<file path="src/verilog/autotest_pkg.sv">
// Shared constants and types for the SD self-test sequencer.
// Block layout assumes 512-byte SD blocks with a 13-byte header.
// Records are 24 bytes, so at most MAX_ITER of them fit after the header.
package autotest_pkg;

    localparam int          BLOCK_BYTES = 512;
    localparam logic [31:0] SIGNATURE   = 32'hAABBCCDD;
    localparam logic [31:0] FIRST_BLOCK = 32'h100;
    localparam int          HDR_BYTES   = 13;
    localparam int          REC_BYTES   = 24;
    localparam int          MAX_ITER    = 20;

    // hash core round count and key base
    localparam int          HASH_ROUNDS = 8;
    localparam logic [15:0] ROUND_KEY   = 16'h9E37;

    typedef logic [63:0]  plaintext_t;
    typedef logic [127:0] hash_t;
    typedef logic [63:0]  cycles_t;

    typedef enum logic [4:0] {
        ST_IDLE,
        ST_HOST_RST,
        ST_HOST_RST_WAIT,
        ST_RD_BLOCK,
        ST_RD_BLOCK_WAIT,
        ST_RD_BYTE,
        ST_RD_WAIT,
        ST_CHECK,
        ST_RUN_START,
        ST_RUN_WAIT,
        ST_WR_BLOCK,
        ST_WR_BLOCK_WAIT,
        ST_WR_FETCH,
        ST_WR_LOAD,
        ST_WR_BYTE,
        ST_WR_WAIT,
        ST_NEXT,
        ST_HALT
    } ctrl_state_t;

endpackage

</file>
<file path="src/verilog/autotest_ifs.sv">


interface buf_if;

    logic [8:0] addr;
    logic       we;
    logic [7:0] wdata;
    logic [7:0] rdata;

    modport ctrl (output addr, output we, output wdata, input rdata);
    modport mem (input addr, input we, input wdata, output rdata);

endinterface

</file>
<file path="src/verilog/block_buffer.sv">
// Single-port 512x8 RAM holding the block body during a test run.
// Read data appears one cycle after the address; contents are not reset.
module block_buffer (
    input logic clk,
    buf_if.mem  bif
);
    import autotest_pkg::*;

    logic [7:0] mem [BLOCK_BYTES];
    logic [7:0] rdata_q;

    always_ff @(posedge clk)
    begin
        if (bif.we)
        begin
            mem[bif.addr] <= bif.wdata;
        end
        rdata_q <= mem[bif.addr];
    end

    // read-before-write on a shared address
    assign bif.rdata = rdata_q;

endmodule

</file>
<file path="src/flat_wrapper.sv">
// flat-port wrapper written by rule: the top's interface ports become plain ports
module block_buffer_flat import autotest_pkg::*;
  (clk, bif_addr, bif_we, bif_wdata, bif_rdata);
  buf_if bif_i ();
  input logic clk;
  input wire logic [$bits(bif_i.addr)-1:0] bif_addr;
  input wire logic [$bits(bif_i.we)-1:0] bif_we;
  input wire logic [$bits(bif_i.wdata)-1:0] bif_wdata;
  output wire logic [$bits(bif_i.rdata)-1:0] bif_rdata;
  assign bif_i.addr = bif_addr;
  assign bif_i.we = bif_we;
  assign bif_i.wdata = bif_wdata;
  assign bif_rdata = bif_i.rdata;
  block_buffer u_core (.clk(clk), .bif(bif_i));
endmodule
</file>
<file path="config.mk">
export PLATFORM = sky130hd
export DESIGN_NAME = block_buffer_flat
export DESIGN_NICKNAME = d
export VERILOG_FILES = /design/src/verilog/autotest_pkg.sv /design/src/verilog/autotest_ifs.sv /design/src/verilog/block_buffer.sv /design/src/flat_wrapper.sv
export SDC_FILE = /design/constraint.sdc
export NUM_CORES = 2
export LEC_CHECK = 0
export BUFFER_PORTS_ARGS = -buffer_cell sky130_fd_sc_hd__buf_2
export CORE_MARGIN = 1.5
export CORE_UTILIZATION = 35
export DETAILED_ROUTE_END_ITERATION = 12
export PLACE_DENSITY_LB_ADDON = 0.08
export SETUP_SLACK_MARGIN = 0.4
export SLEW_MARGIN = 5
export SYNTH_ARGS = -nofsm -noshare
export SYNTH_HDL_FRONTEND = slang
export SYNTH_SLANG_ARGS = --single-unit
</file>
<file path="constraint.sdc">
create_clock -name clk -period 3.87 [get_ports clk]
set_clock_uncertainty 0.05 [all_clocks]
set_input_delay 0 -clock clk [delete_from_list [all_inputs] [get_ports clk]]
set_output_delay 0 -clock clk [all_outputs]
set_load 0.02 [all_outputs]
</file>
=== Word-level counts from Yosys, hierarchy flattened ===
Memory sizes are Yosys's and may differ from the RTL's. A register that Yosys moved wholly into a read port is not among the register bits.
Index checks and enable logic that the tools add are counted.

* Muxes and demuxes: 2

{| class="wikitable"
|+ Operator list
! cell !! count
|-
| 1-bit 2-to-1 mux || 2
|}

* Logic and storage cells: 3
* Input port bits: 19
* Bits in writable memories: 4096
* Memories: 1
* Output and inout port bits: 8
* Register bits after elaboration: 0

{| class="wikitable"
|+ Memories
! name !! depth !! bits a word !! read ports !! clocked after Yosys merged registers in !! wr ports !! RTL line !! text
|-
| u_core.mem || 512 || 8 || 1 || 1 || 1 || block_buffer.sv:9 || <nowiki>logic [7:0] mem [BLOCK_BYTES];</nowiki>
|}

=== Depth between registers and ports, before layout ===
* Word-level depth: 2
* Depth in mapped cells: 12
* Mapped depth without buffers: 7

=== Worst setup path before layout ===
Ideal clock, no wire load.

* Path type: input to register
* Start: input bif_addr[0]
* End: memory u_core.mem[133][0], enable pin
* Required time: 3.450 ns
* Library setup time: 0.370 ns
* Slack: 1.433 ns
* Buffers on the path: 7
* Arrival: 2.016 ns
* Stages on the path: 10
* Path through: buf_6 buf_6 buf_6 buf_4 buf_4 buf_2 and2b_1 nand3_1 buf_2 nor2_1

{| class="wikitable"
|+ RTL lines
! item !! RTL line !! text
|-
| start, declared || flat_wrapper.sv:6 || <nowiki>input wire logic [$bits(bif_i.addr)-1:0] bif_addr;</nowiki>
|-
| end, declared || block_buffer.sv:9 ||
|}

Straight into the memory's write port.

==> metrics.txt <==
post-layout util 0.414; Cell Rows ~250; HPWL Detailed between 300 and 400 mm; Clock transition at path regs ~0.06 ns; IO Count 27; CP max FO 1; predominant post-synthesis flop cell edfxtp_1; syn avg cell area 20.8 um^2; syn_nets 7673; MaxCap Viol Count 0; Iteration-0 DRC Markers slightly below 8000; final net count around 8600; Starting Density 0.352; TritonCTS Buffers 451; CP Launch Type register; Global Route Usage Sum 0.213; final non-filler cell area 0.187 mm^2; f_max between 0.2 and 0.3 GHz; placed cell count 14100; Clock Tree Buf Depth 4; CP Capture Type register; Die Y around 680 um; placed cell area between 0.15 and 0.2 mm^2; number of synthesized register bits between 4000 and 5000; commonest non-fill, non-tap cell in the layout edfxtp_1; crit path kind reg2reg; Worst Tran Pin Value 1.37 ns; Post-route DRC 0; vias in the first global route 83200; area grow syn2layout 17.7%; setup repair bufs after CTS 0; share of layout cells above drive strength 1 0.282; clk sinks roughly 4000; Power Density roughly 500 mW/mm^2; Worst-Skew Late Latency 1.00 ns; largest net degree at the start of global routing between 100 and 150; Post-synth EDFFs ~4100; leakage roughly 0.06 uW; power consumption 95200 uW; Core Area around 0.45 mm^2; warnings from Yosys 0; Routed Antenna Nets 0; status complete, no violations; Async SR Flop Fraction 0; Avg WL per Cell between 30 and 40 um; worst vdd ir 0.395 mV; Port Buf Inserts 26; GR Overflow Total 0; most frequent cells in the layout 4096 x edfxtp_1, 856 x mux4_2, 802 x buf_4; Hold Vio Cnt, Final 0; WL final a little under 500 mm; Pins Over Slew Limit 0; Tmin final 3.36 ns; CTS tree done; reg2reg path depth 7; Die Span X about 680 um; WHS Path Cells 2; Pre-Repair DR Iteration Count 6; fin cells between 10000 and 15000; first-pass GRT wire length between 600 and 700 mm; routability cong. between 0.8 and 0.9; vias per cell 5.38; die area between 0.4 and 0.5 mm^2; number of antenna violations at the first check in global routing 40; Tcrit/Tclk final 0.868; final setup violation count 0; Mapped Cells approximately 7700; root buf cell clkbuf_16; worst rel slew slack 0.0615; H-tree depth 5; via count roughly 80000; RSZ-0062 raised after global routing false; post-synth cell types 63; sequential area share after synthesis 0.774; Worst EP arrival approximately 4.2 ns; Critical Path RT roughly 4.7 ns; Cell Area, Synth 0.159 mm^2; Hold WC Path Type in2reg
[layer usage]
metal	wire (um)	up-vias	part of all wire	global-route usage
li1	-	33800	-	-
met4	12200	2	0.025	0.0498
met5	20	-	0.000040	0
met3	23300	565	0.047	0.0262
met2	242000	2133	0.49	0.354
met1	218000	44000	0.44	0.299
[critical path: stages (launching register included)]
cell	delay (ns)
edfxtp_1	0.37
mux4_2	0.53
mux4_2	0.48
a32oi_1	0.42
nand2_1	0.49
nor4_2	0.61
buf_4	0.21
nand3_1	0.07
[layout make-up]
type,instances,area (um^2)
diodes,17,42.5
clock buffers,576,12000
clock inverters,255,2090
fillers,39800,265000
inverters,25,104
multi-input cells,3050,34000
flip-flops and latches,4104,123000
well taps,5976,7480
repair buffers,948,8460
[Yosys cell counts (all sizes together) (2+ instances only)]
cell     instances  share of area
a21oi           95         0.0030
buf            274         0.0098
nor2           567          0.013
nand2b           3        0.00012
o22ai          202         0.0079
o2111ai          3        0.00017
a211oi          33         0.0016
a311oi           2        0.00011
edfxtp        4096           0.77
a32oi           11        0.00061
o211ai           9        0.00042
nand4b           5        0.00028
a2111oi          8        0.00044
a41oi            6        0.00033
a221oi           8        0.00044
a211o           14        0.00077
nor3            18        0.00057
a22o             8        0.00044
mux4           856           0.12
inv             25        0.00059
nor4            28         0.0011
mux2            79         0.0056
a31oi           37         0.0015
a22oi           50         0.0024
nand4bb          3        0.00021
mux2i          502          0.032
o31a             6        0.00033
o32ai           16        0.00088
clkbuf         201         0.0047
nand4           74         0.0029
o21ai          110         0.0035
and2             7        0.00028
dfxtp            8         0.0010
nor3b            7        0.00042
nand2          125         0.0029
and4             4        0.00022
nand3           90         0.0028
and3b            6        0.00033
nor2b           29         0.0011
and3             9        0.00035
nor4bb           4        0.00025
[power by group]
group / switching (uW) / internal [uW]
combinational: 3180 / 1670
sequential: 78.3 / 49000
clock: 17700 / 23700
[sequential cells by signal (all words and copies together), names as in the netlist]
signal,cells
u_core.mem,4096
u_core.bif.rdata,8
[what timing repair did]
item / CTS / global route
cloned: 0 / 0
hold endpoints to repair: 4027 / 0
hold buffers: 22 / 0
resized for setup: 13 / 4
setup endpoints to repair: 5 / 4
[metrics by stage]
step / TNS (ns) / hold slack [ns] / setup slack [ns]
finish: 0 / 0.0422 / 0.511
detailed placement: -4.80 / 0.424 / -1.29
global route: 0 / 0.0310 / 0.444
CTS: 0 / 0.00300 / 0.407
global placement: -5.66 / 0.419 / -1.24
floorplan: 0 / 0.0489 / 1.43
[kinds of logic after synthesis]
logic type	Yosys count	synth area share
AOI/OAI and AO/OA	629	0.0253
buffers and inverters	500	0.0151
DFF	4104	0.774
muxes	1437	0.158
and+or+nand+nor	984	0.0276
[worst paths after layout]
check / startpoint / end / slack [ns]
hold reg to reg: u_core.mem[110][2] / u_core.bif.rdata[2] / 1.01
setup / recovery: u_core.mem[432][0] / u_core.bif.rdata[0] / 0.51
hold / removal: bif_wdata[4] / u_core.mem[452][4] / 0.04
setup reg to reg: u_core.mem[432][0] / u_core.bif.rdata[0] / 0.51
No activity file was read; power rests on OpenSTA's default activity.
