## config.mk

```make
export PLATFORM = sky130hd
export DESIGN_NAME = autotest_ctrl_flat
export DESIGN_NICKNAME = d
export VERILOG_FILES = /design/src/verilog/autotest_pkg.sv /design/src/verilog/autotest_ifs.sv /design/src/verilog/autotest_ctrl.sv /design/src/flat_wrapper.sv
export SDC_FILE = /design/constraint.sdc
export NUM_CORES = 1
export LEC_CHECK = 0
export ABC_CLOCK_PERIOD_IN_PS = 7100
export BUFFER_PORTS_ARGS = -buffer_cell sky130_fd_sc_hd__buf_2
export CAP_MARGIN = 20
export CORE_MARGIN = 2
export CORE_UTILIZATION = 35
export CTS_BUF_LIST = sky130_fd_sc_hd__clkbuf_2 sky130_fd_sc_hd__clkbuf_4 sky130_fd_sc_hd__clkbuf_8
export DETAILED_ROUTE_END_ITERATION = 10
export GPL_TIMING_DRIVEN = 0
export SLEW_MARGIN = 20
export SYNTH_ARGS = -nofsm -noshare
export SYNTH_HDL_FRONTEND = slang
export SYNTH_SLANG_ARGS = --single-unit
```

## constraint.sdc

```tcl
create_clock -name clk -period 7.1 [get_ports clk]
set_clock_uncertainty 0.1 [all_clocks]
set_input_delay 1.42 -clock clk [delete_from_list [all_inputs] [get_ports clk]]
set_output_delay 1.42 -clock clk [all_outputs]
set_load 0.005 [all_outputs]
```

## src/verilog/autotest_pkg.sv

```systemverilog
// Shared constants and types for the SD self-test sequencer.
// Block layout assumes 512-byte SD blocks with a 13-byte header.
// Records are 24 bytes, so at most MAX_ITER of them fit after the header.
package autotest_pkg;

    localparam int          BLOCK_BYTES = 512;
    localparam logic [31:0] SIGNATURE   = 32'hAABBCCDD;
    localparam logic [31:0] FIRST_BLOCK = 32'h100;
    localparam int          HDR_BYTES   = 13;
    localparam int          REC_BYTES   = 24;
    localparam int          MAX_ITER    = 20;

    // hash core round count and key base
    localparam int          HASH_ROUNDS = 8;
    localparam logic [15:0] ROUND_KEY   = 16'h9E37;

    typedef logic [63:0]  plaintext_t;
    typedef logic [127:0] hash_t;
    typedef logic [63:0]  cycles_t;

    typedef enum logic [4:0] {
        ST_IDLE,
        ST_HOST_RST,
        ST_HOST_RST_WAIT,
        ST_RD_BLOCK,
        ST_RD_BLOCK_WAIT,
        ST_RD_BYTE,
        ST_RD_WAIT,
        ST_CHECK,
        ST_RUN_START,
        ST_RUN_WAIT,
        ST_WR_BLOCK,
        ST_WR_BLOCK_WAIT,
        ST_WR_FETCH,
        ST_WR_LOAD,
        ST_WR_BYTE,
        ST_WR_WAIT,
        ST_NEXT,
        ST_HALT
    } ctrl_state_t;

endpackage

```

## src/verilog/autotest_ifs.sv

```systemverilog
// Internal links between the sequencer, the hash core and the block buffer.
// hash_if start is a single-cycle pulse; buf_if reads have one cycle of latency.
interface hash_if;
    import autotest_pkg::*;

    logic       start;
    plaintext_t plaintext;
    hash_t      hash;
    logic       done;

    modport ctrl (output start, output plaintext, input hash, input done);
    modport core (input start, input plaintext, output hash, output done);

endinterface

interface buf_if;

    logic [8:0] addr;
    logic       we;
    logic [7:0] wdata;
    logic [7:0] rdata;

    modport ctrl (output addr, output we, output wdata, input rdata);
    modport mem (input addr, input we, input wdata, output rdata);

endinterface

```

## src/verilog/autotest_ctrl.sv

```systemverilog
// Self-test sequencer: reads a block, runs the hash core, writes the block back.
// Block commands wait for busy to rise and fall before the byte transfers.
// An error seen while busy is high halts with fault set; halt is terminal.
// Iteration counts above MAX_ITER are clamped, a count of 0 skips the block.
module autotest_ctrl (
    input  logic        clk,
    input  logic        rst,
    output logic        cmd_rst_o,
    output logic        cmd_rd_block_o,
    output logic        cmd_rd_byte_o,
    output logic        cmd_wr_block_o,
    output logic        cmd_wr_byte_o,
    output logic [31:0] block_addr_o,
    output logic [7:0]  wr_data_o,
    input  logic        busy_i,
    input  logic [7:0]  rd_data_i,
    input  logic        err_i,
    output logic        halt_o,
    output logic        fault_o,
    hash_if.ctrl        hif,
    buf_if.ctrl         bif
);
    import autotest_pkg::*;

    ctrl_state_t state;
    ctrl_state_t state_next;
    logic        err_hit;

    logic [31:0] blk_q;
    logic [7:0]  iter_q;
    logic [9:0]  byte_cnt;
    logic        fault_q;

    logic [31:0] sig_q;
    logic [7:0]  count_q;
    plaintext_t  pt_q;
    hash_t       hash_q;
    cycles_t     timer_q;
    logic [7:0]  wr_data_q;

    logic [7:0]  iter_lim;
    logic [9:0]  rec_base;
    logic [9:0]  rec_off;
    logic [1:0]  sig_idx;
    logic [2:0]  pt_idx;
    logic [7:0]  out_byte;
    logic        rd_take;
    logic        last_byte;

    assign iter_lim  = (count_q > 8'(MAX_ITER)) ? 8'(MAX_ITER) : count_q;
    assign last_byte = (byte_cnt == 10'(BLOCK_BYTES - 1));
    assign rd_take   = (state == ST_RD_WAIT) && !busy_i;

    always_comb
    begin
        state_next     = state;
        cmd_rst_o      = 1'b0;
        cmd_rd_block_o = 1'b0;
        cmd_rd_byte_o  = 1'b0;
        cmd_wr_block_o = 1'b0;
        cmd_wr_byte_o  = 1'b0;
        err_hit        = 1'b0;
        case (state)
            ST_IDLE:
                state_next = ST_HOST_RST;
            ST_HOST_RST:
            begin
                cmd_rst_o = 1'b1;
                if (busy_i)
                    state_next = ST_HOST_RST_WAIT;
            end
            ST_HOST_RST_WAIT:
                if (!busy_i)
                    state_next = ST_RD_BLOCK;
            ST_RD_BLOCK:
            begin
                cmd_rd_block_o = 1'b1;
                if (busy_i)
                    state_next = ST_RD_BLOCK_WAIT;
            end
            ST_RD_BLOCK_WAIT:
            begin
                cmd_rd_block_o = 1'b1;
                if (!busy_i)
                    state_next = ST_RD_BYTE;
            end
            ST_RD_BYTE:
            begin
                cmd_rd_block_o = 1'b1;
                cmd_rd_byte_o  = 1'b1;
                if (busy_i)
                    state_next = ST_RD_WAIT;
            end
            ST_RD_WAIT:
            begin
                cmd_rd_block_o = 1'b1;
                if (!busy_i)
                    state_next = last_byte ? ST_CHECK : ST_RD_BYTE;
            end
            ST_CHECK:
            begin
                if (sig_q != SIGNATURE)
                    state_next = ST_HALT;
                else if (iter_lim == 8'd0)
                    state_next = ST_NEXT;
                else
                    state_next = ST_RUN_START;
            end
            ST_RUN_START:
                state_next = ST_RUN_WAIT;
            ST_RUN_WAIT:
                if (hif.done)
                    state_next = ST_WR_BLOCK;
            ST_WR_BLOCK:
            begin
                cmd_wr_block_o = 1'b1;
                if (busy_i)
                    state_next = ST_WR_BLOCK_WAIT;
            end
            ST_WR_BLOCK_WAIT:
            begin
                cmd_wr_block_o = 1'b1;
                if (!busy_i)
                    state_next = ST_WR_FETCH;
            end
            ST_WR_FETCH:
            begin
                cmd_wr_block_o = 1'b1;
                state_next     = ST_WR_LOAD;
            end
            ST_WR_LOAD:
            begin
                cmd_wr_block_o = 1'b1;
                state_next     = ST_WR_BYTE;
            end
            ST_WR_BYTE:
            begin
                cmd_wr_block_o = 1'b1;
                cmd_wr_byte_o  = 1'b1;
                if (busy_i)
                    state_next = ST_WR_WAIT;
            end
            ST_WR_WAIT:
            begin
                cmd_wr_block_o = 1'b1;
                if (!busy_i)
                    state_next = last_byte ? ST_NEXT : ST_WR_FETCH;
            end
            ST_NEXT:
                if (!busy_i)
                    state_next = ST_HOST_RST;
            ST_HALT:
                state_next = ST_HALT;
            default:
                state_next = ST_IDLE;
        endcase
        // host errors override whatever step is in progress
        if (err_i && busy_i && state != ST_IDLE && state != ST_HALT)
        begin
            state_next = ST_HALT;
            err_hit    = 1'b1;
        end
    end

    always_ff @(posedge clk)
    begin
        if (rst)
        begin
            state    <= ST_IDLE;
            blk_q    <= FIRST_BLOCK;
            iter_q   <= '0;
            byte_cnt <= '0;
            fault_q  <= 1'b0;
        end
        else
        begin
            state <= state_next;
            if (err_hit)
                fault_q <= 1'b1;
            case (state)
                ST_RD_BLOCK, ST_WR_BLOCK:
                    byte_cnt <= '0;
                ST_RD_WAIT, ST_WR_WAIT:
                    if (!busy_i)
                        byte_cnt <= byte_cnt + 10'd1;
                ST_NEXT:
                    if (!busy_i)
                    begin
                        if (iter_q + 8'd1 < iter_lim)
                            iter_q <= iter_q + 8'd1;
                        else
                        begin
                            iter_q <= '0;
                            blk_q  <= blk_q + 32'd1;
                        end
                    end
                default:
                    ;
            endcase
        end
    end

    // header capture, run timing and outgoing byte
    always_ff @(posedge clk)
    begin
        if (rd_take)
        begin
            if (byte_cnt < 10'd4)
                sig_q <= {sig_q[23:0], rd_data_i};
            else if (byte_cnt == 10'd4)
                count_q <= rd_data_i;
            else if (byte_cnt < 10'(HDR_BYTES))
                pt_q <= {rd_data_i, pt_q[63:8]};
        end
        if (state == ST_RUN_START)
            timer_q <= '0;
        else if (state == ST_RUN_WAIT)
            timer_q <= timer_q + cycles_t'(1);
        if (state == ST_RUN_WAIT && hif.done)
            hash_q <= hif.hash;
        if (state == ST_WR_LOAD)
            wr_data_q <= out_byte;
    end

    assign rec_base = 10'(HDR_BYTES) + 10'(REC_BYTES) * {2'b00, iter_q};
    assign rec_off  = byte_cnt - rec_base;
    assign sig_idx  = 2'd3 - byte_cnt[1:0];
    assign pt_idx   = byte_cnt[2:0] - 3'd5;

    // header from registers, current record from the run, rest from the buffer
    always_comb
    begin
        out_byte = bif.rdata;
        if (byte_cnt < 10'd4)
            out_byte = sig_q[{sig_idx, 3'b000} +: 8];
        else if (byte_cnt == 10'd4)
            out_byte = count_q;
        else if (byte_cnt < 10'(HDR_BYTES))
            out_byte = pt_q[{pt_idx, 3'b000} +: 8];
        else if (byte_cnt >= rec_base && rec_off < 10'(REC_BYTES))
        begin
            if (rec_off < 10'($bits(hash_t) / 8))
                out_byte = hash_q[{rec_off[3:0], 3'b000} +: 8];
            else
                out_byte = timer_q[{rec_off[2:0], 3'b000} +: 8];
        end
    end

    // only the body goes to the buffer
    assign bif.addr  = byte_cnt[8:0];
    assign bif.we    = rd_take && (byte_cnt >= 10'(HDR_BYTES));
    assign bif.wdata = rd_data_i;

    assign hif.start     = (state == ST_RUN_START);
    assign hif.plaintext = pt_q;

    assign block_addr_o = blk_q;
    assign wr_data_o    = wr_data_q;
    assign halt_o       = (state == ST_HALT);
    assign fault_o      = fault_q;

endmodule

```

## src/flat_wrapper.sv

```systemverilog
// flat-port wrapper written by rule: the top's interface ports become plain ports
module autotest_ctrl_flat import autotest_pkg::*;
  (clk, rst, cmd_rst_o, cmd_rd_block_o, cmd_rd_byte_o, cmd_wr_block_o, cmd_wr_byte_o, block_addr_o, wr_data_o, busy_i, rd_data_i, err_i, halt_o, fault_o, hif_start, hif_plaintext, hif_hash, hif_done, bif_addr, bif_we, bif_wdata, bif_rdata);
  hash_if hif_i ();
  buf_if bif_i ();
  input  logic clk;
  input  logic rst;
  output logic cmd_rst_o;
  output logic cmd_rd_block_o;
  output logic cmd_rd_byte_o;
  output logic cmd_wr_block_o;
  output logic cmd_wr_byte_o;
  output logic [31:0] block_addr_o;
  output logic [7:0] wr_data_o;
  input  logic busy_i;
  input  logic [7:0] rd_data_i;
  input  logic err_i;
  output logic halt_o;
  output logic fault_o;
  output wire logic [$bits(hif_i.start)-1:0] hif_start;
  output wire logic [$bits(hif_i.plaintext)-1:0] hif_plaintext;
  input wire logic [$bits(hif_i.hash)-1:0] hif_hash;
  input wire logic [$bits(hif_i.done)-1:0] hif_done;
  output wire logic [$bits(bif_i.addr)-1:0] bif_addr;
  output wire logic [$bits(bif_i.we)-1:0] bif_we;
  output wire logic [$bits(bif_i.wdata)-1:0] bif_wdata;
  input wire logic [$bits(bif_i.rdata)-1:0] bif_rdata;
  assign hif_start = hif_i.start;
  assign hif_plaintext = hif_i.plaintext;
  assign hif_i.hash = hif_hash;
  assign hif_i.done = hif_done;
  assign bif_addr = bif_i.addr;
  assign bif_we = bif_i.we;
  assign bif_wdata = bif_i.wdata;
  assign bif_i.rdata = bif_rdata;
  autotest_ctrl u_core (.clk(clk), .rst(rst), .cmd_rst_o(cmd_rst_o), .cmd_rd_block_o(cmd_rd_block_o), .cmd_rd_byte_o(cmd_rd_byte_o), .cmd_wr_block_o(cmd_wr_block_o), .cmd_wr_byte_o(cmd_wr_byte_o), .block_addr_o(block_addr_o), .wr_data_o(wr_data_o), .busy_i(busy_i), .rd_data_i(rd_data_i), .err_i(err_i), .halt_o(halt_o), .fault_o(fault_o), .hif(hif_i), .bif(bif_i));
endmodule
```

; After elaboration in Yosys (flattened, before gate mapping)
; Cells that the tools add are included.
[totals]
register_bits = 360
input_bits = 149
out_inout_bits = 130
word_cells = 141
[op_classes]
n_addsub = 8
n_mul = 1
magnitude_cmp = 8
n_eq_ne = 46
shift = 4
mux = 33
bitwise_logic = 4
n_reduce_logical = 25
[op_table]
columns = operator, n
row1 = variable part select 128 x 8 -> 8 bit, 1
row2 = variable part select 64 x 7 -> 8 bit, 2
row3 = case mux 5 bit (18 select lines), 1
row4 = 2-to-1 mux 5 bit, 16
row5 = adder 64 x 1 -> 64 bit (second input constant), 1
row6 = 2-to-1 mux 8 bit, 7
row7 = == test 5 x 4 -> 1 bit (second input constant), 8
row8 = inequality test 3 x 2 -> 1 bit (second input constant), 11
row9 = adder 32 x 1 -> 32 bit (second input constant), 1
row10 = inequality test 32 bit (second input constant), 1
row11 = variable part select 32 x 6 -> 8 bit, 1
row12 = inequality test 2 bit (second input constant), 13
row13 = AND reduction 12 bit, 2
row14 = == test 5 x 3 -> 1 bit (second input constant), 4
row15 = less-than comparator 10 x 5 -> 1 bit (second input constant), 2
row16 = case mux 10 bit (2 select lines), 1
row17 = adder 10 x 1 -> 10 bit (second input constant), 1
row18 = adder 4 x 10 -> 10 bit (first input constant), 1
row19 = == test 10 x 3 -> 1 bit (second input constant), 1
row20 = == test 10 x 9 -> 1 bit (second input constant), 1
row21 = == test 5 x 2 -> 1 bit (second input constant), 2
row22 = == test 5 bit (second input constant), 2
row23 = greater-or-equal comparator 10 bit, 1
row24 = greater-or-equal comparator 10 x 4 -> 1 bit (second input constant), 1
row25 = 28 further kinds, 47

; Depth between registers and ports, before layout
[depth]
word_depth = 9
depth_mapped = 17
mapped_depth_nobuf = 16

; Worst setup path before layout
; No wires, ideal clock.
[synth_timing]
path_kind = input-to-reg
from = in busy_i
to = reg u_core.pt_q[0] (netlist: u_core.hif.plaintext[0]), enable pin
setup_time_ps = 565
arrival_ps = 6817
required_time_ps = 6435
setup_slack_ps = -381
path_stages = 4
path_cell_list = clkbuf_1 -> nor2_1 -> or4b_2 -> nor3_1
[synth_via]
elab_chain_cells = 3
[synth_lines]
columns = item, line
row1 = "start, declared", flat_wrapper.sv:15  ; input logic busy_i;
row2 = zero test 1 bit, autotest_ctrl.sv:52  ; assign rd_take = (state == ST_RD_WAIT) && !busy_i;
row3 = logical AND 1 bit, autotest_ctrl.sv:52
row4 = AND reduction 4 bit (no line), --
row5 = "end signal, assigned", autotest_ctrl.sv:213  ; pt_q <= {rd_data_i, pt_q[63:8]};
row6 = "end, declared", autotest_ctrl.sv:36  ; plaintext_t pt_q;
; Every way passes these cells.
; A chain may end at the register's enable or synchronous reset.

; Worst setup path after layout
[layout_timing]
from = reg u_core.byte_cnt[0]
to = out bif_we
[layout_via]
elab_chain_cells = 2
[layout_lines]
columns = item, line
row1 = "start, declared", autotest_ctrl.sv:31  ; logic [9:0] byte_cnt;
row2 = "start signal, assigned", autotest_ctrl.sv:185  ; byte_cnt <= byte_cnt + 10'd1;
row3 = greater-or-equal comparator 10 x 4 -> 1 bit, autotest_ctrl.sv:251  ; assign bif.we = rd_take && (byte_cnt >= 10'(HDR_BYTES));
row4 = logical AND 1 bit, autotest_ctrl.sv:251
row5 = "end, declared", flat_wrapper.sv:25  ; output wire logic [$bits(bif_i.we)-1:0] bif_we;
; Every way passes these cells.

==> qor.yml <==
critical_path:
  worstSetupEndpointType: "primary output"
  required_ns: 5.58
  slowest_stage: "dfxtp_1"
  path_cells: "buf_2 -> buf_2 -> buf_2 -> inv_1 -> ha_1 -> clkbuf_1 -> o211a_1 -> clkbuf_1 -> buf_1 -> a21oi_1 -> buf_2"
  path_class: "reg2out"
  startpoint_type: "flop"
  cp_max_fo: 10
  critPathMaxStageDelay_ns: 0.45
  critical_path.most_common_cell: "buf_2"
  worst_ep_arrival_time_ns: 4.04
yosys:
  synth_top_area_share_pct: 42.8
  synth_edf_count: 240
  syn_avg_cell_area_sq_um: 12.8
  synth_top_area_cell: "edfxtp_1"
  yosysSeqAreaShare_pct: 57.1
  syn_area_sq_mm: 0.0168
  syn-instance-count: 1314
  yosysMostFrequentCell: "edfxtp_1"
  yosys_warnings: 0
  ys_types: 78
  async_reset_ff_share_pct: 0
  ys.flop_type: "edfxtp_1"
  ys_top_cells_by_area: "edfxtp_1 43%, dfxtp_1 14%, mux4_2 9.6%"
  synth_common_cells: "240 x edfxtp_1, 120 x dfxtp_1, 119 x nor2_1"
  ys_ff_latch: 360
die:
  io_pins: 279
  die_y_um: 223
  die_x_um: 223
  num_rows: 80
  fp.dieArea_sq_mm: 0.0498
  start_util_pct: 35.4
  coreArea_sq_mm: 0.0475
clocking:
  htree_levels: 2
  cts_setup_buffers: 0
  cts_buffers: 60
  clkTransAtPathRegs_ns: 0.06
  ctsHoldBuffers: 0
  cts_tree: "yes"
  ctsResizeCount: 0
  numClockSinks: 360
  cts_buffer_depth: 3
  cts_root_buf: "clkbuf_8"
  clock_latency_ns: 0.69
detailed_routing:
  drc_errors: 0
  wl_per_cell_um: 20.1
  vias: 12300
  dr.pass1.iters: 5
  drt_iter0_markers: 1053
  viasPerCell: 5.25
  drt-total-wl_um: 47000
  postRouteAntennaNets: 0
global_routing:
  grt_pass1_vias: 12300
  antenna_found_initial: 6
  grt_pass1_wl_um: 71500
  grtUsageTotal_pct: 18.7
  overflow: 0
  grt_start_max_net_pins: 60
min_path:
  worstHoldPathType: "reg2reg"
place:
  gp_congestion: 0.875
  io_buffers: 277
  place_hpwl_um: 35100
  place_area_sq_mm: 0.0192
  dp_slack_ns: 2.10
timing:
  min_period_ns: 5.56
  fin_setup_tns_ns: 0
  hold_viol: 0
  worst_pin_slew_ns: 1.04
  setup_ws_ns: 1.54
  slew_headroom_pct: 30.8
  rsz0062_at_grt: "false"
  slew_viol_final: 0
  setup_viol: 0
  finalCritPeriodShare_pct: 78.3
  fmax_mhz: 180
status:
  status: "finished, final reports clean"
final_layout:
  fin_util_pct: 43.1
  area.growth.synth_to_final_pct: 21.9
  fin_nets: 1843
  fill_cells: 4414
  drive_gt1_share_pct: 30.5
  final_cell_area_sq_mm: 0.0205
pwr:
  leakagePower_nw: 7.71
  ir_drop_v: 0.000231
  p_per_area_mw_per_mm2: 220
job:
  drv_cap: 0
==> cells in the final DEF, fill, tap and decap left out, types with 9 or more instances in the layout <==
cell type  instances
clkinv_1          15
dfxtp_1          120
a22oi_1           11
mux4_2            72
and4_1            14
clkbuf_8          63
xnor2_1           40
buf_2            298
and3_1            15
ha_1              26
buf_4             21
nand3_1           57
nand2_1           68
a211oi_1          20
inv_1             25
mux2i_1           42
clkinv_2          15
or3_1             17
clkbuf_1          39
nand2b_1          13
clkbuf_4           9
nor2_1           119
o211ai_1          11
xor2_1            49
a21o_1             9
a21oi_1           43
and2_1            13
nor4_1            11
a2111oi_0         12
nand4_1           37
nor3_1            15
o21ai_0           38
edfxtp_1         240
==> area by class of cell <==
class / instances / area, sq um / share of cell area [%]
Buffer: 85 / 422 / 2.06
Multi-Input combinational cell: 846 / 6760 / 32.9
Sequential cell: 360 / 9610 / 46.9
Tap cell: 615 / 769 / 3.75
Inverter: 25 / 93.8 / 0.458
Clock buffer: 72 / 935 / 4.56
Clock inverter: 39 / 363 / 1.77
Antenna cell: 5 / 12.5 / 0.0610
Timing Repair Buffer: 289 / 1550 / 7.55
==> critical path: cells and delay by family (launching register included) <==
kind | cells | cell delay (ns)
buf+inv | 8 | 2.08
compound gates | 2 | 0.61
flops | 1 | 0.45
fa+ha+maj | 1 | 0.21
==> worst paths after layout <==
path | startpoint | end | slack (ns) | cells after the start
max | u_core.byte_cnt[0] | bif_we | 1.54 | 11
max reg2reg | u_core.byte_cnt[0] | u_core.wr_data_o[5] | 2.25 | 12
min reg2reg | u_core.hif.plaintext[10] | u_core.hif.plaintext[2] | 0.32 | 0
min | u_core.hif.plaintext[10] | u_core.hif.plaintext[2] | 0.32 | 0
==> sequential cells by signal, indices dropped and copies added (netlist names) <==
register,count
u_core.count_q,8
u_core.wr_data_o,8
u_core.fault_o,1
u_core.block_addr_o,32
u_core.hif.plaintext,64
u_core.timer_q,64
u_core.byte_cnt,10
u_core.iter_q,8
u_core.sig_q,32
u_core.state,5
u_core.hash_q,128
==> logic make-up (layout without fill, tap and decap cells) <==
family                   after synthesis  after routing  synth area share (%)
flip-flops                           360            360                  57.1
XOR/XNOR                              91             91                  4.78
AO/OA/AOI/OAI                        183            183                  7.25
other                                  1              8                0.0223
multiplexers                         116            116                  12.3
AND/OR/NAND/NOR                      426            426                  13.5
buffers and inverters                110            510                  3.04
adder cells (fa/ha/maj)               27             27                  2.05
==> per-stage QoR <==
step	power [mW]	hold WS [ns]	instances
6_report	4.51	0.324	2336
5_1_grt	4.68	0.337	2335
4_1_cts	4.56	0.303	2331
3_5_place_dp	2.55	0.354	2220
3_3_place_gp	2.55	0.342	2208
2_1_floorplan	2.44	0.335	1316
==> per-layer routing <==
| metal | GRT usage (%) | vias up | wire length (um) |
|---|---|---|---|
| li1 | - | 5751 | - |
| met2 | 30.6 | 431 | 22400 |
| met4 | 7.99 | 2 | 1650 |
| met1 | 23.7 | 5982 | 19800 |
| met5 | 0 | - | 13 |
| met3 | 4.41 | 96 | 3070 |
==> power by group <==
| group | leakage [nW] | total (mW) | internal (mW) | switching [mW] |
|---|---|---|---|---|
| clock | 0.687 | 2.00 | 1.10 | 0.900 |
| combinational | 3.90 | 0.258 | 0.107 | 0.152 |
| sequential | 3.12 | 2.25 | 2.24 | 0.0130 |
No activity file was read; power rests on OpenSTA's default activity.
