File: config.mk
export PLATFORM = sky130hd
export DESIGN_NAME = hash_core_flat
export DESIGN_NICKNAME = d
export VERILOG_FILES = /design/src/verilog/autotest_pkg.sv /design/src/verilog/autotest_ifs.sv /design/src/verilog/hash_core.sv /design/src/flat_wrapper.sv
export SDC_FILE = /design/constraint.sdc
export NUM_CORES = 1
export LEC_CHECK = 0
export ABC_AREA = 1
export ABC_CLOCK_PERIOD_IN_PS = 4900
export BUFFER_PORTS_ARGS = -buffer_cell sky130_fd_sc_hd__buf_2
export CORE_UTILIZATION = 25
export DETAILED_ROUTE_END_ITERATION = 6
export PLACE_DENSITY = 0.5
export REMOVE_ABC_BUFFERS = 1
export SLEW_MARGIN = 20
export SYNTH_ARGS = -nofsm -noshare
export SYNTH_HDL_FRONTEND = slang
export SYNTH_SLANG_ARGS = --single-unit
File: constraint.sdc
create_clock -name clk -period 4.9 [get_ports clk]
set_input_delay 0.245 -clock clk [delete_from_list [all_inputs] [get_ports clk]]
set_output_delay 0.245 -clock clk [all_outputs]
set_load 0.02 [all_outputs]
File: src/verilog/autotest_pkg.sv
// Shared constants and types for the SD self-test sequencer.
// Block layout assumes 512-byte SD blocks with a 13-byte header.
// Records are 24 bytes, so at most MAX_ITER of them fit after the header.
package autotest_pkg;

    localparam int          BLOCK_BYTES = 512;
    localparam logic [31:0] SIGNATURE   = 32'hAABBCCDD;
    localparam logic [31:0] FIRST_BLOCK = 32'h100;
    localparam int          HDR_BYTES   = 13;
    localparam int          REC_BYTES   = 24;
    localparam int          MAX_ITER    = 20;

    // hash core round count and key base
    localparam int          HASH_ROUNDS = 8;
    localparam logic [15:0] ROUND_KEY   = 16'h9E37;

    typedef logic [63:0]  plaintext_t;
    typedef logic [127:0] hash_t;
    typedef logic [63:0]  cycles_t;

    typedef enum logic [4:0] {
        ST_IDLE,
        ST_HOST_RST,
        ST_HOST_RST_WAIT,
        ST_RD_BLOCK,
        ST_RD_BLOCK_WAIT,
        ST_RD_BYTE,
        ST_RD_WAIT,
        ST_CHECK,
        ST_RUN_START,
        ST_RUN_WAIT,
        ST_WR_BLOCK,
        ST_WR_BLOCK_WAIT,
        ST_WR_FETCH,
        ST_WR_LOAD,
        ST_WR_BYTE,
        ST_WR_WAIT,
        ST_NEXT,
        ST_HALT
    } ctrl_state_t;

endpackage

File: src/verilog/autotest_ifs.sv
// Internal links between the sequencer, the hash core and the block buffer.
// hash_if start is a single-cycle pulse; buf_if reads have one cycle of latency.
interface hash_if;
    import autotest_pkg::*;

    logic       start;
    plaintext_t plaintext;
    hash_t      hash;
    logic       done;

    modport ctrl (output start, output plaintext, input hash, input done);
    modport core (input start, input plaintext, output hash, output done);

endinterface


File: src/verilog/hash_core.sv
// Stand-in unit under test: 8-round rotate/xor hash over a 64-bit input.
// Fixed latency, done pulses HASH_ROUNDS cycles after start.
// A start while busy restarts the computation.
module hash_core (
    input logic  clk,
    input logic  rst,
    hash_if.core hif
);
    import autotest_pkg::*;

    typedef logic [$clog2(HASH_ROUNDS)-1:0] round_t;

    round_t round;
    logic   busy;
    logic   done_q;
    hash_t  state_q;

    // rotate left by 29, then xor in the replicated round key
    function automatic hash_t apply_round(input hash_t s, input logic [15:0] r);
        hash_t rot;
        rot = {s[98:0], s[127:99]};
        return rot ^ {8{ROUND_KEY + r}};
    endfunction

    always_ff @(posedge clk)
    begin
        if (rst)
        begin
            busy   <= 1'b0;
            done_q <= 1'b0;
            round  <= '0;
        end
        else
        begin
            done_q <= 1'b0;
            if (hif.start)
            begin
                busy  <= 1'b1;
                round <= round_t'(1);
            end
            else if (busy)
            begin
                round <= round + round_t'(1);
                if (round == round_t'(HASH_ROUNDS - 1))
                begin
                    busy   <= 1'b0;
                    done_q <= 1'b1;
                end
            end
        end
    end

    // round 0 is applied as the plaintext is taken
    always_ff @(posedge clk)
    begin
        if (hif.start)
            state_q <= apply_round({hif.plaintext, ~hif.plaintext}, 16'd0);
        else if (busy)
            state_q <= apply_round(state_q, 16'(round));
    end

    assign hif.hash = state_q;
    assign hif.done = done_q;

endmodule

File: src/flat_wrapper.sv
// flat-port wrapper written by rule: the top's interface ports become plain ports
module hash_core_flat import autotest_pkg::*;
  (clk, rst, hif_start, hif_plaintext, hif_hash, hif_done);
  hash_if hif_i ();
  input logic clk;
  input logic rst;
  input wire logic [$bits(hif_i.start)-1:0] hif_start;
  input wire logic [$bits(hif_i.plaintext)-1:0] hif_plaintext;
  output wire logic [$bits(hif_i.hash)-1:0] hif_hash;
  output wire logic [$bits(hif_i.done)-1:0] hif_done;
  assign hif_i.start = hif_start;
  assign hif_i.plaintext = hif_plaintext;
  assign hif_hash = hif_i.hash;
  assign hif_done = hif_i.done;
  hash_core u_core (.clk(clk), .rst(rst), .hif(hif_i));
endmodule
# ---- Yosys cells after proc, flatten, opt, wreduce, memory -nomap -nowiden
# Cells that the tools add are included.
dict set report totals {
  out_inout_bits 129
  memories 0
  romBits 0
  reg_bits 133
  latchBits 0
  elab_cells 23
  ram_bits 0
}
dict set report op_classes {
  reduce_logical 3
  n_shift 0
  magnitude_cmp 0
  bitwise 4
  multipliers 0
  div_mod_pow 0
  n_mux 8
  n_eq_ne 1
  add_sub_neg 2
}
# cell n
set op_table {}
lappend op_table {{$mux 128} 2}
lappend op_table {{$xor 128x128->128} 1}
lappend op_table {{$not 80->80} 1}
lappend op_table {{$not 64->64} 1}
lappend op_table {{$add 16x3->16 const A} 1}
lappend op_table {{$mux 1} 6}
lappend op_table {{$add 3x1->3 const B} 1}
lappend op_table {{$eq 3x3->1 const B} 1}
lappend op_table {{$reduce_or 3->1} 1}
lappend op_table {{$reduce_bool 2->1} 1}
lappend op_table {{$reduce_or 2->1} 1}
lappend op_table {{$not 1->1} 1}

# ---- Depth between registers and ports, before layout
# Gate-level depths: netlist of the first run.
dict set report depth {
  depth_word 4
  depth_mapped 10
}

# ---- Worst setup path before layout of the first run
# No wires, ideal clock.
dict set report synth_timing {
  path_type {input to register}
  start {in hif_start}
  end {reg u_core.state_q[0] (netlist: u_core.hif.hash[0]), enable pin}
  slack_ns 1.311
  t_required_ns 4.419
  setup_ns 0.481
  cell_stages 4
  arrival_time_ns 3.108
  cell_sequence {buf_4 buf_2 nor2_1 inv_1}
}
dict set report synth_via {
  elab_chain_cells 1
}
# item line
set synth_rtl {}
lappend synth_rtl {{start: declaration} flat_wrapper.sv:7} ;# input wire logic [$bits(hif_i.start)-1:0] hif_start;
lappend synth_rtl {{$reduce_bool 2->1 (no line)} -}
lappend synth_rtl {{end signal: assignment} hash_core.sv:57} ;# state_q <= apply_round({hif.plaintext, ~hif.plaintext}, 16'd0);
lappend synth_rtl {{end signal: assignment} hash_core.sv:59} ;# state_q <= apply_round(state_q, 16'(round));
lappend synth_rtl {{end: declaration} hash_core.sv:16} ;# hash_t state_q;
# No other way between the ends.
# A chain may end at the register's enable or synchronous reset.

# ---- Worst setup path after layout of the first run
dict set report layout_timing {
  start {reg u_core.round[0]}
  end {reg u_core.state_q[49] (netlist: u_core.hif.hash[49]) (data pin)}
}
dict set report layout_via {
  elab_chain_cells 4
}
# item line
set layout_rtl {}
lappend layout_rtl {{start: declaration} hash_core.sv:13} ;# round_t round;
lappend layout_rtl {{start signal: assignment} hash_core.sv:39} ;# round <= round_t'(1);
lappend layout_rtl {{start signal: assignment} hash_core.sv:43} ;# round <= round + round_t'(1);
lappend layout_rtl {{$add 16x3->16} hash_core.sv:22} ;# return rot ^ {8{ROUND_KEY + r}};
lappend layout_rtl {{$xor 128x128->128} hash_core.sv:22}
lappend layout_rtl {{$mux 128} hash_core.sv:58} ;# else if (busy)
lappend layout_rtl {{$mux 128} hash_core.sv:56} ;# if (hif.start)
# No other way between the ends. The select of a mux whose other input is x is not followed.

==> flow_summary_export.csv, run 1 <==
group,metric,value,unit
layout,regArea,3944,um2
yosys,synth_area_leader_cell,"edfxtp_1",
pwr,max-vdd-ir-drop,0.2058,mV
setup_path,cp.required,5.03,ns
placement,io_buffers,195,
clock_tree,clkSlewWorstSetupHoldPaths,0.06,ns
clock_tree,cts.sinks,133,
yosys,ys_top_cells_by_area,"edfxtp_1, nand2_1, o21ai_0, a21oi_1, nand3_1",
detailed_routing,drtIter0Drc,328,
setup_path,end_kind,"flop",
floorplan,ios,196,
layout,drive_gt1_frac,0.3375,
sta,layout_min_cycle_time,2.229,ns
clock_tree,cts_setup_buffers,0,
global_routing,overflow,0,
layout,diodes,0,
setup_path,worstPathArrival,2.35,ns
floorplan,die_y,154.7,um
clock_tree,ctsRootBufferMaster,"clkbuf_16",
layout,design_area,7629,um2
detailed_routing,wl_per_cell,15.55,um
floorplan,die_x,154.7,um
detailed_routing,drc,0,
flow_run,cap_violations,0,
yosys,yosysSeqAreaShare,0.6770,
layout,fillers,2335,
placement,place_ws,2.171,ns
clock_tree,cts.hold.buffers_added,0,
setup_path,critPathMaxStageDelay,0.56,ns
clock_tree,cts_tree,"built",
detailed_routing,wl,16.15,mm
placement,dp_hpwl,10.74,mm
sta,slew_viol_final,0,
sta,hold_viol,0,
detailed_routing,viasPerCell,4.289,
floorplan,dieArea,23920,um2
global_routing,grt_use_total,0.1356,
setup_path,path_cells,"inv_2 > ha_1 > inv_1 > o21ai_0 > o21ai_0",
detailed_routing,drtAntennaViolNets,0,
floorplan,initial_core_util,0.2558,
sta,fin_ws,2.671,ns
sta,worstMarginPinSlew,0.9696,ns
global_routing,grt_pass1_wl,24.29,mm
sta,max_slew_margin,0.3536,
setup_path,crit_path_frequent_cell,"o21ai_0",
yosys,netlist.area_leader.share,0.6598,
run_status,outcome,"finished clean",
layout,multi_input_area,1654,um2
clock_tree,cts_resized,0,
min_path,hold_path_class,"in2reg",
setup_path,path_buf_inv,2,
yosys,syn_area,5826,um2
sta,max_freq,448.7,MHz
setup_path,path_class,"reg2reg",
sta,setup_viol,0,
layout,layout_common_cells,"buf_2, nand2_1, edfxtp_1",
layout,final_util,0.3349,
yosys,async_flop_share,0,
pwr,total_power,3.169,mW
yosys,synth_edf_count,128,
yosys,synth_seq_cells,133,
placement,globalplace.congestion,0.7462,
detailed_routing,dr.pass1.iters,4,
yosys,synth_cell_type_count,26,
clock_tree,cts_buffers,17,
sta,fin_setup_tns,0,ns
clock_tree,clock_latency,0.42,ns
yosys,postSynthCellCount,524,
clock_tree,h-tree-depth,4,
setup_path,crit_path_max_fanout,19,
global_routing,grt_pass1_vias,4241,
detailed_routing,vias,4456,
pwr,leakagePower,3.295,nW
setup_path,slowest_stage,"dfxtp_1",
layout,areaGrowthSynthToFinish,30.95,%
pwr,powerDensity,415.4,nW/um2
floorplan,rows,55,
setup_path,start_kind,"flop",
clock_tree,clockBufferDepth,2,
global_routing,antenna_found_initial,0,
yosys,synth-main-ff-cell,"edfxtp_1",
placement,place_area,7088,um2
setup_path,cp_top_family,"flip-flops",
yosys,yosys_warnings,0,
yosys,synth.avg_cell_area,11.12,um2
sta,finalClockSkew,0.009651,ns
global_routing,grt_max_degree,101,
layout,layout.cells.most_common,"buf_2",
sta,rsz0062_at_grt,"no",
layout,nets,784,
sta,fin_crit_sh,0.4548,
floorplan,coreArea,22780,um2
[Yosys cell counts, types with 2 or more instances]
master	count
dfxtp_1	5
a21boi_0	10
xor2_1	4
nand3_1	24
inv_2	2
nand2_1	150
buf_4	3
a21boi_1	4
a21oi_1	28
o21a_1	10
nand2_2	2
nor2_1	27
or2_2	8
o21ai_0	43
a211oi_1	2
inv_1	22
clkbuf_1	4
edfxtp_1	128
o21bai_1	14
nor2_2	4
nand3b_1	4
buf_2	20
ha_1	3
[cells by family after synthesis]
logic type	Yosys count	share of synthesized area
compound gates	113	0.1155
xor+xnor	4	0.006013
fa+ha+maj	3	0.006444
buf+inv	51	0.03909
flops	133	0.6770
simple gates	220	0.1559
[flip-flops by register name, indices dropped and copies added (netlist names)]
signal and cells:
u_core.hif.done 1, u_core.hif.hash 128, u_core.round 3, u_core.busy 1
[worst paths after layout]
| path | slack (ns) | depth (start not counted) | startpoint | to |
|---|---|---|---|---|
| worst max-delay path | 2.67 | 5 | u_core.round[0] | u_core.hif.hash[49] |
| worst max register to register | 2.67 | 5 | u_core.round[0] | u_core.hif.hash[49] |
| worst min-delay path | 0.06 | 2 | rst | u_core.busy |
| worst min register to register | 0.52 | 2 | u_core.busy | u_core.hif.done |
[routing by layer]
metal / part of all wire / GRT usage / vias to the layer above
li1: - / - / 2200
met5: 0 / 0 / -
met4: 0.010 / 0.03866 / 0
met2: 0.46 / 0.2090 / 158
met1: 0.46 / 0.1779 / 2088
met3: 0.071 / 0.04931 / 10
[through the flow]
| step | hold slack [ns] | std cells |
|---|---|---|
| global route | 0.04558 | 1039 |
| detailed placement | 0.4953 | 1008 |
| finish | 0.06011 | 1039 |
| CTS | 0.04603 | 1039 |
| global placement | 0.4967 | 1008 |
| floorplan | 0.3141 | 497 |
[layout make-up]
| class | instances | area share |
|---|---|---|
| clock buffer | 17 | 0.05577 |
| clock inverter | 14 | 0.01509 |
| inverter | 24 | 0.01279 |
| multi-input combinational | 340 | 0.2168 |
| sequential | 133 | 0.5170 |
| tap | 313 | 0.05134 |
| timing repair buffer | 198 | 0.1312 |
[where the power goes]
| group | internal, mW | total, mW | switching [mW] |
|---|---|---|---|
| combinational | 0.162 | 0.503 | 0.341 |
| clock | 0.688 | 1.18 | 0.493 |
| sequential | 1.40 | 1.48 | 0.0820 |
(Power assumes the default switching activity.)
==> run 2: changes to the inputs <==
ABC_CLOCK_PERIOD_IN_PS = 2200   (was 4900)
clock period = 2.2 ns   (was 4.9 ns; I/O delays follow)
==> run 2 against run 1 <==
Compared with the run above:
- clock skew is 0.0049 ns higher
- combinational power increased by 140%
- register-to-register slack lost 2.1 ns
- core utilization up 2.3 points
- setup slack worse by 2.1 ns
==> flow_summary_export.csv, run 2 (same netlist as run 1, synthesis figures left out) <==
group,metric,value,unit
run_status,outcome,"finished clean",
global_routing,grt.busiest_layer,"met2",
global_routing,use_met1,0.1817,
global_routing,grt_use_total,0.1392,
global_routing,grt_pass1_vias,4397,
sta,finalClockSkew,0.01459,ns
layout,nets,834,
clock_tree,cts_setup_buffers,0,
placement,io_buffers,195,
setup_path,cp_top_family,"adder cells",
setup_path,worstPathArrival,1.80,ns
setup_path,path_buf_inv,2,
clock_tree,h-tree-depth,4,
sta,max_slew_margin,0.6990,
floorplan,rows,55,
global_routing,antenna_found_initial,0,
floorplan,ios,196,
detailed_routing,dr.pass1.iters,5,
layout,drive_gt1_frac,0.3239,
detailed_routing,viasPerCell,4.285,
clock_tree,cts_buffers,17,
floorplan,initial_core_util,0.2558,
min_path,min-delay-start,"hif_plaintext[12]",
setup_path,reg2reg_slack,0.56,ns
setup_path,slowest_stage,"ha_1",
clock_tree,cts.sinks,133,
floorplan,die_x,154.7,um
clock_tree,clock_latency,0.42,ns
placement,dp_hpwl,11.34,mm
setup_path,cp.required,2.36,ns
layout,layout.cells.most_common,"buf_2",
layout,diodes,0,
detailed_routing,drc,0,
flow_run,cap_violations,0,
global_routing,grt_pass1_wl,24.90,mm
clock_tree,clockBufferDepth,2,
sta,max_freq,608.5,MHz
detailed_routing,wl,16.55,mm
pwr,powerDensity,870.1,nW/um2
sta,setup_viol,0,
detailed_routing,wl_per_cell,15.21,um
setup_path,start_kind,"flop",
global_routing,overflow,0,
clock_tree,ctsRootBufferMaster,"clkbuf_16",
sta,layout_min_cycle_time,1.644,ns
setup_path,reg2reg_to,"u_core.hif.hash[33]",
min_path,hold_path_class,"in2reg",
global_routing,grt_use_met2,0.2193,
sta,slew_viol_final,0,
clock_tree,cts_tree,"built",
min_path,whs_path_depth,3,
layout,layout_common_cells,"buf_2, nand2_1, edfxtp_1",
layout,areaGrowthSynthToFinish,39.84,%
floorplan,die_y,154.7,um
sta,hold_viol,0,
pwr,leakagePower,3.533,nW
detailed_routing,drtAntennaViolNets,0,
clock_tree,clkSlewWorstSetupHoldPaths,0.06,ns
sta,fin_crit_sh,0.7471,
sta,fin_ws,0.5565,ns
sta,worstMarginPinSlew,0.4515,ns
layout,design_area,8147,um2
setup_path,end_kind,"flop",
setup_path,crit_path_max_fanout,9,
setup_path,r2r_start,"u_core.round[1]",
setup_path,path_class,"reg2reg",
setup_path,path_cells,"inv_1 > ha_1 > inv_1 > o21ai_0 > o21ai_0",
pwr,max-vdd-ir-drop,0.3788,mV
detailed_routing,vias,4662,
floorplan,dieArea,23920,um2
placement,place_ws,0.5193,ns
global_routing,grt_max_degree,101,
min_path,hold_end,"u_core.hif.hash[41]",
placement,place_area,7226,um2
setup_path,r2r.worst_path.cells,5,
detailed_routing,drtIter0Drc,282,
layout,largest_register_ffs,128,
setup_path,critPathMaxStageDelay,0.43,ns
placement,globalplace.congestion,0.7371,
sta,rsz0062_at_grt,"no",
floorplan,coreArea,22780,um2
global_routing,use_met3,0.04679,
-- run 2: area by class of cell --
type	instances	area (um2)
fillers	2330	14630
flip-flops and latches	133	3944
multi-input cells	340	1654
repair buffers	248	1539
clock buffers	18	429.2
well taps	313	391.6
inverters	24	97.59
clock inverters	12	91.34
-- run 2: timing repair --
item	in CTS	in global routing
setup endpoints to repair	0	0
resized for setup	0	0
hold buffers	40	0
hold endpoints to repair	42	0
-- run 2: where the power goes --
| group | internal, mW | total, mW | switching (mW) |
|---|---|---|---|
| sequential | 3.12 | 3.30 | 0.177 |
| clock | 1.52 | 2.57 | 1.05 |
| combinational | 0.437 | 1.22 | 0.782 |
| total | 5.07 | 7.09 | 2.01 |
-- run 2: metal layers --
layer / wire [um] / part of all wire
met1: 7574 / 0.46
met5: 0 / 0
met2: 7852 / 0.47
met4: 117 / 0.0071
met3: 1001 / 0.060
-- run 2: worst max path at each step --
stage	startpoint	to	slack [ns]	depth (start not counted)
finish	u_core.round[1]	u_core.hif.hash[33]	0.56	5
global route	u_core.round[1]	u_core.hif.hash[49]	0.39	5
CTS	u_core.round[1]	u_core.hif.hash[33]	0.53	5
detailed placement	u_core.round[1]	u_core.hif.hash[1]	0.52	5
global placement	u_core.round[1]	u_core.hif.hash[17]	0.60	6
floorplan	u_core.busy	u_core.hif.hash[0]	-1.23	2
-- run 2: per-stage QoR --
step	setup TNS (ns)	utilization	instances	hold WS, ns	power, mW
after floorplan	-157.73	-	497	0.1791	3.992
after global placement	0	0.3172	1018	0.3223	4.529
after detailed placement	0	0.3172	1018	0.3167	4.526
after CTS	0	0.3576	1088	0.001218	7.171
after global routing	0	0.3576	1088	0.01054	7.393
final	0	0.3576	1088	0.02063	7.088
-- run 2: worst register-to-register path, stage by stage (launching register included) --
cell     delay [ns]
dfxtp_1        0.40
inv_1          0.06
ha_1           0.43
inv_1          0.21
o21ai_0        0.19
o21ai_0        0.10
==> run 3: changes to the inputs <==
ABC_CLOCK_PERIOD_IN_PS = 1570   (was 2200)
clock period = 1.57 ns   (was 2.2 ns; I/O delays follow)
==> run 3 against run 2 <==
Compared with the run above:
- combinational power increased by 45%
- highest routed layer unchanged
- hold slack worse by 0.0025 ns
- critical endpoint is now u_core.hif.hash[34]
- design area is 4.8% higher
==> flow_summary_export.csv, run 3 (same netlist as run 1, synthesis figures left out) <==
group,metric,value,unit
layout,final_cells,1110,
setup_path,slowest_stage,"dfxtp_2",
setup_path,critPathLaunch,"u_core.round[1]",
placement,globalplace.congestion,0.7439,
floorplan,dieArea,23920,um2
pwr,pwr-share-comb,0.161,
detailed_routing,wl,16.67,mm
sta,fin_crit_sh,0.8738,
global_routing,grt_use_total,0.1418,
setup_path,path_buf_inv,2,
global_routing,grt.busiest_layer,"met2",
setup_path,reg2reg_to,"u_core.hif.hash[34]",
detailed_routing,wl_per_cell,15.02,um
sta,fin_setup_tns,0,ns
placement,placed_cells,1026,
sta,rsz0062_at_grt,"no",
global_routing,grt_pass1_vias,4612,
pwr,power.share.clock,0.420,
floorplan,die_y,154.7,um
setup_path,r2r_start,"u_core.round[1]",
min_path,hold_end,"u_core.hif.hash[73]",
clock_tree,clkSlewWorstSetupHoldPaths,0.06,ns
detailed_routing,drtAntennaViolNets,0,
placement,io_buffers,195,
setup_path,reg2reg_slack,0.20,ns
setup_path,worstSetupPathDepth,8,
floorplan,initial_core_util,0.2558,
global_routing,antenna_found_initial,0,
layout,layout_common_cells,"buf_2, nand2_1, edfxtp_1",
pwr,switching_power,2.985,mW
sta,holdWs,0.01809,ns
pwr,leakagePower,3.717,nW
layout,drive_gt1_frac,0.3375,
sta,hold_viol,0,
setup_path,cp.required,1.74,ns
layout,diodes,0,
setup_path,end_kind,"flop",
sta,layout_min_cycle_time,1.372,ns
setup_path,path_cells,"inv_1 > ha_1 > inv_1 > nand2_2 > nand2_2 > nand2_1 > nand3_1 > nand2_1",
clock_tree,h-tree-depth,4,
pwr,internal_power,8.034,mW
sta,finalClockSkew,0.007921,ns
setup_path,crit_path_max_fanout,9,
pwr,max-vdd-ir-drop,0.5788,mV
layout,largest_register_ffs,128,
min_path,whs_path_depth,3,
global_routing,grt_pass1_wl,25.46,mm
global_routing,grt_max_degree,38,
setup_path,r2r.worst_path.cells,8,
pwr,power_frac_seq,0.419,
setup_path,critPathMaxStageDelay,0.36,ns
clock_tree,cts_buffers,17,
placement,place_ws,0.1033,ns
floorplan,ios,196,
run_status,outcome,"finished clean",
detailed_routing,drtIter0Drc,286,
detailed_routing,vias,4737,
setup_path,path_class,"reg2reg",
setup_path,worstPathArrival,1.54,ns
sta,worstMarginPinSlew,0.3726,ns
floorplan,rows,55,
global_routing,use_met3,0.04203,
sta,slew_viol_final,0,
clock_tree,cts_setup_buffers,0,
global_routing,overflow,0,
placement,dp_hpwl,11.81,mm
min_path,min-delay-start,"hif_plaintext[44]",
setup_path,cp_top_family,"simple AND/OR/NAND/NOR gates",
clock_tree,clock_latency,0.42,ns
global_routing,use_met1,0.1818,
detailed_routing,dr.pass1.iters,5,
layout,areaGrowthSynthToFinish,46.59,%
pwr,p_sw_frac,0.2709,
detailed_routing,drc,0,
clock_tree,clockBufferDepth,2,
layout,layout.cells.most_common,"buf_2",
sta,setup_viol,0,
sta,fin_ws,0.1982,ns
floorplan,coreArea,22780,um2
min_path,hold_path_class,"in2reg",
setup_path,start_kind,"flop",
clock_tree,cts.sinks,133,
flow_run,cap_violations,0,
floorplan,die_x,154.7,um
sta,max_slew_margin,0.7516,
clock_tree,cts_tree,"built",
pwr,powerDensity,1290,nW/um2
clock_tree,ctsRootBufferMaster,"clkbuf_16",
layout,nets,854,
global_routing,grt_use_met2,0.2280,
sta,max_freq,729.0,MHz
detailed_routing,viasPerCell,4.268,
==> run 3: changes by cell type in the layout (fill, tap and decap cells not counted), moves of 3 or more <==
| cell | change |
|---|---|
| buf_12 | +4 |
| buf_4 | +4 |
| bufinv_16 | +5 |
| clkinv_1 | -3 |
| clkinv_2 | -3 |
| dlygate4sd3_1 | +12 |
| inv_6 | +3 |
==> run 3: power by group through the flow <==
stage | clock [mW] | sequential (mW) | combinational [mW]
floorplan | 0 | 5.10 | 0.493
global placement | 0 | 4.70 | 1.68
detailed placement | 0 | 4.69 | 1.69
CTS | 4.74 | 4.63 | 1.79
global route | 4.87 | 4.66 | 1.94
finish | 4.63 | 4.62 | 1.77
==> run 3: metrics by stage <==
stage | instance area (um2) | utilization | total power, mW
2_1_floorplan | 5688 | - | 5.594
3_3_place_gp | 7336 | 0.3221 | 6.380
3_5_place_dp | 7336 | 0.3221 | 6.380
4_1_cts | 8533 | 0.3746 | 11.16
5_1_grt | 8539 | 0.3749 | 11.48
6_report | 8539 | 0.3749 | 11.02
==> run 3: worst max-delay path by stage <==
stage	to	slack [ns]
6_report	u_core.hif.hash[34]	0.20
5_1_grt	u_core.hif.hash[34]	0.04
4_1_cts	u_core.hif.hash[33]	0.09
3_5_place_dp	u_core.hif.hash[33]	0.10
3_3_place_gp	u_core.hif.hash[17]	0.14
2_1_floorplan	u_core.hif.hash[0]	-1.86
==> run 3: what timing repair did <==
item,CTS,global route
endpoints found under the setup margin,0,8
resized for setup,0,4
endpoints found under the hold margin,62,0
hold buffers,52,0
==> run 3: layout make-up <==
class	count	area [um2]
Inverter	24	97.59
Fill cell	2284	14240
Sequential cell	133	3945
Multi-Input combinational cell	340	1659
Clock buffer	17	425.4
Tap cell	313	391.6
Timing Repair Buffer	268	1769
Clock inverter	15	251.5
==> run 3: tightest hold or removal path: stages <==
cell,delay (ns)
buf_2,0.07
nor2_1,0.04
a21oi_1,0.11
==> run 3: metal layers <==
layer | wire length [um] | share of wire | vias to the layer above
met3 | 1023 | 0.061 | 15
met5 | 0 | 0 | -
met2 | 7844 | 0.47 | 164
li1 | - | - | 2341
met1 | 7594 | 0.46 | 2217
met4 | 207 | 0.012 | 0
